<file path="config.mk">
export PLATFORM = sky130hd
export DESIGN_NAME = forwarding
export DESIGN_NICKNAME = d
export VERILOG_FILES = /design/src/source/core_pkg.sv /design/src/source/forwarding.sv
export SDC_FILE = /design/constraint.sdc
export NUM_CORES = 1
export LEC_CHECK = 0
export ABC_CLOCK_PERIOD_IN_PS = 800
export BUFFER_PORTS_ARGS = -buffer_cell sky130_fd_sc_hd__clkbuf_2
export CORE_AREA = 2 2 39 41
export DETAILED_ROUTE_END_ITERATION = 10
export DIE_AREA = 0 0 41 43
export SETUP_SLACK_MARGIN = 0.5
export SLEW_MARGIN = 10
export SYNTH_ARGS = -nofsm -noshare
export SYNTH_HDL_FRONTEND = slang
export SYNTH_SLANG_ARGS = --single-unit
</file>
<file path="constraint.sdc">
create_clock -name vclk -period 0.8
set_input_delay 0.04 -clock vclk [all_inputs]
set_output_delay 0.04 -clock vclk [all_outputs]
set_load 0.02 [all_outputs]
</file>
<file path="src/source/core_pkg.sv">
// core_pkg
// shared types for the pipelined integer back end: opcodes,
// issued instruction and stage control structs, forwarding codes

`default_nettype none

package core_pkg;

	// register file addressing
	localparam int REG_ADDR_W = 5;
	localparam logic [REG_ADDR_W-1:0] ZERO_REG = 5'd31;

	// immediate field width, zero extended at execute
	localparam int IMM_W = 12;

	// width of the result field carried down the pipe
	localparam int WB_DATA_W = 64;

	typedef enum logic [3:0] {
		op_nop  = 4'd0,
		op_add  = 4'd1,
		op_sub  = 4'd2,
		op_and  = 4'd3,
		op_orr  = 4'd4,
		op_eor  = 4'd5,
		op_addi = 4'd6,
		op_subi = 4'd7,
		op_andi = 4'd8
	} opcode_e;

	// operand source select, 11 is never produced
	typedef enum logic [1:0] {
		fwd_none   = 2'b00,
		fwd_mem_wb = 2'b01,
		fwd_ex_mem = 2'b10
	} fwd_sel_e;

	// bit 1 enables the rn check, bit 0 adds the rm check
	typedef enum logic [1:0] {
		fwd_off     = 2'b00,
		fwd_rn_only = 2'b10,
		fwd_rn_rm   = 2'b11
	} fwd_en_e;

	typedef struct packed {
		opcode_e               op;
		logic [REG_ADDR_W-1:0] rd;
		logic [REG_ADDR_W-1:0] rn;
		logic [REG_ADDR_W-1:0] rm;
		logic [IMM_W-1:0]      imm;
	} inst_t;

	typedef struct packed {
		logic    reg_write;
		logic    use_imm;
		opcode_e alu_op;
		fwd_en_e fwd_en;
	} ctrl_t;

	// result of a stage on its way to writeback
	typedef struct packed {
		logic                  reg_write;
		logic [REG_ADDR_W-1:0] rd;
		logic [WB_DATA_W-1:0]  data;
	} wb_t;

endpackage

`default_nettype wire

</file>
<file path="src/source/forwarding.sv">
// forwarding
// detects write-use hazards between the instruction in execute and
// the two older instructions in EX/MEM and MEM/WB, and picks the
// source of operands A and B

`default_nettype none

module forwarding (
	input  core_pkg::fwd_en_e                    fwd_en,
	input  wire logic [core_pkg::REG_ADDR_W-1:0] rn,
	input  wire logic [core_pkg::REG_ADDR_W-1:0] rm,
	input  wire logic                            mem_reg_write,
	input  wire logic                            wb_reg_write,
	input  wire logic [core_pkg::REG_ADDR_W-1:0] mem_rd,
	input  wire logic [core_pkg::REG_ADDR_W-1:0] wb_rd,
	output core_pkg::fwd_sel_e                   fwd_a,
	output core_pkg::fwd_sel_e                   fwd_b
);

	import core_pkg::*;

	// EX/MEM holds the younger result, so it is checked first
	function automatic fwd_sel_e pick_src(
		input logic [REG_ADDR_W-1:0] src,
		input logic                  mem_we,
		input logic [REG_ADDR_W-1:0] mem_dst,
		input logic                  wb_we,
		input logic [REG_ADDR_W-1:0] wb_dst
	);
		fwd_sel_e sel;
		sel = fwd_none;
		if (mem_we && (mem_dst != ZERO_REG) && (mem_dst == src)) begin
			sel = fwd_ex_mem;
		end else if (wb_we && (wb_dst != ZERO_REG) && (wb_dst == src)) begin
			sel = fwd_mem_wb;
		end
		return sel;
	endfunction

	always_comb begin
		fwd_a = fwd_none;
		fwd_b = fwd_none;

		// rn is checked for both instruction forms
		if (fwd_en[1]) begin
			fwd_a = pick_src(rn, mem_reg_write, mem_rd, wb_reg_write, wb_rd);
		end

		// rm only carries a source for r-type
		if (fwd_en[0]) begin
			fwd_b = pick_src(rm, mem_reg_write, mem_rd, wb_reg_write, wb_rd);
		end

		// an i-type rm field is not a register and must never steer operand B
		if (fwd_en != fwd_rn_rm) begin
			a_fwd_b_rtype_only: assert (fwd_b == fwd_none)
				else $error("forwarding: operand B forwarded without rm check");
		end
	end

endmodule

`default_nettype wire

</file>
### Yosys cells after proc, flatten, opt, wreduce, memory -nomap -nowiden

Index checks and enable logic that the tools add are counted.

* logic and storage cells: 18
* register bits: 0
* output and inout bits: 4
* input port bits: 24

* reductions and logical operators: 6
* equality and inequality tests: 6
* mux-type cells: 6

Operator list (count)
* $eq A5 B5 Y1: 4
* $ne A5 B5 Y1 const B: 2
* $mux W2: 4
* $logic_and A1 B1 Y1: 6
* $mux W1: 2

### Longest topological paths before layout

* depth after elaboration: 6
* mapped depth: 4

### Least setup slack after synthesis

Ideal clock, no wire load.

* kind: input port to output port
* start: input wb_rd[1] in the netlist's numbering
* end: output fwd_a[0]
* stages on the path: 4
* slack: -0.235 ns
* required time: 0.760 ns
* arrival: 0.995 ns
* cells stage by stage: xor2_1 -> nor4_2 -> nand3_1 -> nor3_1

* word-level cells in the longest chain between the ends: 6
* elaborated cells on any way between the ends: 7

Ends and longest elaborated chain
* start, declared: line forwarding.sv:15 `input wire logic [core_pkg::REG_ADDR_W-1:0] wb_rd,`
* $ne A5 B5 Y1: line forwarding.sv:34 `end else if (wb_we && (wb_dst != ZERO_REG) && (wb_dst == src)) begin`
* $logic_and A1 B1 Y1: line forwarding.sv:34
* $logic_and A1 B1 Y1 *: line forwarding.sv:34
* $mux W1 *: line forwarding.sv:34
* $mux W2 *: line forwarding.sv:32 `if (mem_we && (mem_dst != ZERO_REG) && (mem_dst == src)) begin`
* $mux W2 *: line forwarding.sv:45 `if (fwd_en[1]) begin`
* end, declared: line forwarding.sv:16 `output core_pkg::fwd_sel_e fwd_a,`

Mark *: on every way between the ends. The rest lies on a longest branch, timed or not.

### Worst setup path after layout

* start: input wb_rd[2] in the netlist's numbering
* end: output fwd_b[0]

* word-level cells in the longest chain between the ends: 6
* elaborated cells on any way between the ends: 7

Ends and longest elaborated chain
* $ne A5 B5 Y1: line forwarding.sv:34
* $logic_and A1 B1 Y1: line forwarding.sv:34
* $logic_and A1 B1 Y1 *: line forwarding.sv:34
* $mux W1 *: line forwarding.sv:34
* $mux W2 *: line forwarding.sv:32
* $mux W2 *: line forwarding.sv:50 `if (fwd_en[0]) begin`
* end, declared: line forwarding.sv:17 `output core_pkg::fwd_sel_e fwd_b`

Marks and branches as above.

==> summary.md <==
| Metric | Value |
|---|---|
| WP data required | 0.76 ns |
| Placed Area | 520.5 um2 |
| Ys Warns | 0 |
| CP Class | input pin to output pin |
| IO buf count | 28 |
| FMAX | 926.1 MHz |
| Avg Vias per Cell | 4.368 |
| Setup ws final | -0.2798 ns |
| Routed vias | 380 |
| Largest net degree at the start of global routing | 4 |
| Initial antenna violation count | 0 |
| N_diodes | 0 |
| Seq/Total Area, Yosys | 0% |
| Worst EP arrival | 1.04 ns |
| Final HPWL DP | 791.6 um |
| Critical path origin | wb_rd[2] |
| Area Overhead vs Synth | 139.2% |
| CP cell instances | clkbuf_8 -> xor2_1 -> nor4_2 -> nand3_1 -> nor3_4 -> clkbuf_8 |
| Synthesized area | 284.0 um2 |
| GRT Util Overall | 10.61% |
| Fraction of layout cells with a size suffix above 1 | 67.61% |
| Remaining DRCs | 0 |
| Hold Path Class | input pin to output pin |
| Vias in the first global route | 361 |
| Syn nets | 62 |
| Placed cells | 87 |
| CP max FO | 3 |
| DRT Pass-1 Iters | 2 |
| Mapped Avg Cell Area | 7.474 um2 |
| Post-Layout Cell Count | 87 |
| Leakage power | 0.3039 nW |
| RSZ-0062 raised after global routing | true |
| Cts hold-fix bufs | 0 |
| Count leader, synth | xor2_1 |
| Chip height | 43 um |
| GRT overflow | 0 |
| Failing checks | setup timing |
| Final Cycle Share | 135.0% |
| Std-Cell Rows | 14 |
| Status | complete, but fails checks |
| Final Hold Violating Endpoints | 0 |
| I/O pin count | 28 |
| Clkbuf count | 0 |
| Yosys top cell by area | xor2_1 |
| Synth top cells by count | 12 x xor2_1, 8 x xnor2_1, 4 x nand3_1 |
| Filler cells | 132 |
| Reg area | 0 um2 |
| Synth area leaders | xor2_1 37%, xnor2_1 25%, nor4_2 8.8% |
| CP Capture Type | output pin |
| Finish-stage setup viols | 4 |
| Unique cell type count in the Yosys netlist | 11 |
| Slew Viols, Final | 0 |
| Starting DRT DRC Count | 4 |
| Die area | 1763 um2 |
| Largest stage delay, worst path | 0.27 ns |
| Worst slew pin tran | 0.4054 ns |
| Power density over the cells | 448.9 nW/um2 |
| IR drop worst, VDD | 0.0002009 V |
| Final instance area | 679.4 um2 |
| Max transition margin | 72.79% |
| Crit path max-delay cell type | nor4_2 |
| Final wirelength | 894 um |
| Core area | 1384 um2 |
| Initial Util | 20.52% |
| Startpoint type of the worst setup path | input pin |
| Global-route wire length before repair | 1386 um |
| Sequential cell count | 0 |
| MaxCap Viol Count | 0 |
| Post-route ant nets | 0 |
| Final worst path period need | 1.080 ns |
| Post CTS Setup Buffer Count | 0 |
| Hold_sp | fwd_en[0] |
| Top cell type's share of synthesized area | 37.00% |
| Most frequent cell on the critical path | clkbuf_8 |
| RD Place Congestion | 0.7744 |
| Mapped Cells | 38 |
| Average wire per standard cell | 10.28 um |
| Die width | 41 um |
| Final Net Count | 97 |
metal layers:
metal	share of wire, %	vias up	track usage [%]
met1	42	164	15.29
li1	-	201	-
met5	0	-	0
met4	0	0	0
met2	49	15	18.13
met3	8.5	0	0
critical path, delay by kind of cell:
| kind | cells | cell delay (ns) |
|---|---|---|
| buf+inv | 2 | 0.28 |
| simple gates | 3 | 0.55 |
| xor+xnor | 1 | 0.16 |
final cells by class:
| type | instances | area [um2] | share of cell area [%] |
|---|---|---|---|
| Multi-Input combinational cell | 38 | 371.6 | 54.70 |
| Tap cell | 16 | 20.02 | 2.947 |
| Timing Repair Buffer | 33 | 287.8 | 42.36 |
cells in the final DEF, fill, tap and decap left out:
| master | count |
|---|---|
| nand2_1 | 2 |
| clkbuf_2 | 15 |
| buf_6 | 4 |
| xnor2_1 | 2 |
| o21ai_1 | 1 |
| buf_4 | 5 |
| nand3_1 | 4 |
| xor2_1 | 12 |
| nand4_1 | 2 |
| buf_8 | 5 |
| xnor2_2 | 6 |
| nor2_2 | 1 |
| nor4_2 | 4 |
| nor3_4 | 2 |
| and2_4 | 2 |
| clkbuf_8 | 4 |
cells by family (layout without fill, tap and decap cells):
family                    count (synthesis)  in the layout  synth area share [%]
AOI/OAI and AO/OA                         1              1                 1.760
buffers and inverters                     0             33                     0
xor gates and xnor gates                 20             20                 61.67
and+or+nand+nor                          17             17                 36.56
per-stage QoR:
stage	worst slack, ns	TNS (ns)	hold slack, ns	utilization (%)	total power, mW
2_1_floorplan	-0.05093	-0.1840	0.2186	-	0.1121
3_3_place_gp	-0.3027	-1.063	0.4322	37.61	0.2331
3_5_place_dp	-0.3247	-1.090	0.4357	37.61	0.2346
4_1_cts	-0.2981	-1.006	0.4272	43.22	0.2594
5_1_grt	-0.3813	-1.206	0.4210	49.10	0.3302
6_report	-0.2798	-0.8796	0.4070	49.10	0.3050
power breakdown:
part / leakage, nW / total, mW / switching [mW] / internal, mW
clock network: 0 / 0 / 0 / 0
logic: 0.304 / 0.305 / 0.130 / 0.175
registers: 0 / 0 / 0 / 0
repair_timing:
action | in CTS | in global routing
pin swaps | 4 | 3
resized for setup | 11 | 28
endpoints found under the hold margin | 0 | 0
setup endpoints to repair | 4 | 4
path summary, 6_finish.rpt:
kind | slack [ns] | to | cells past startpoint
worst min-delay path | 0.41 | fwd_b[1] | 3
worst max-delay path | -0.28 | fwd_b[0] | 6
No activity file was read; power rests on OpenSTA's default activity.
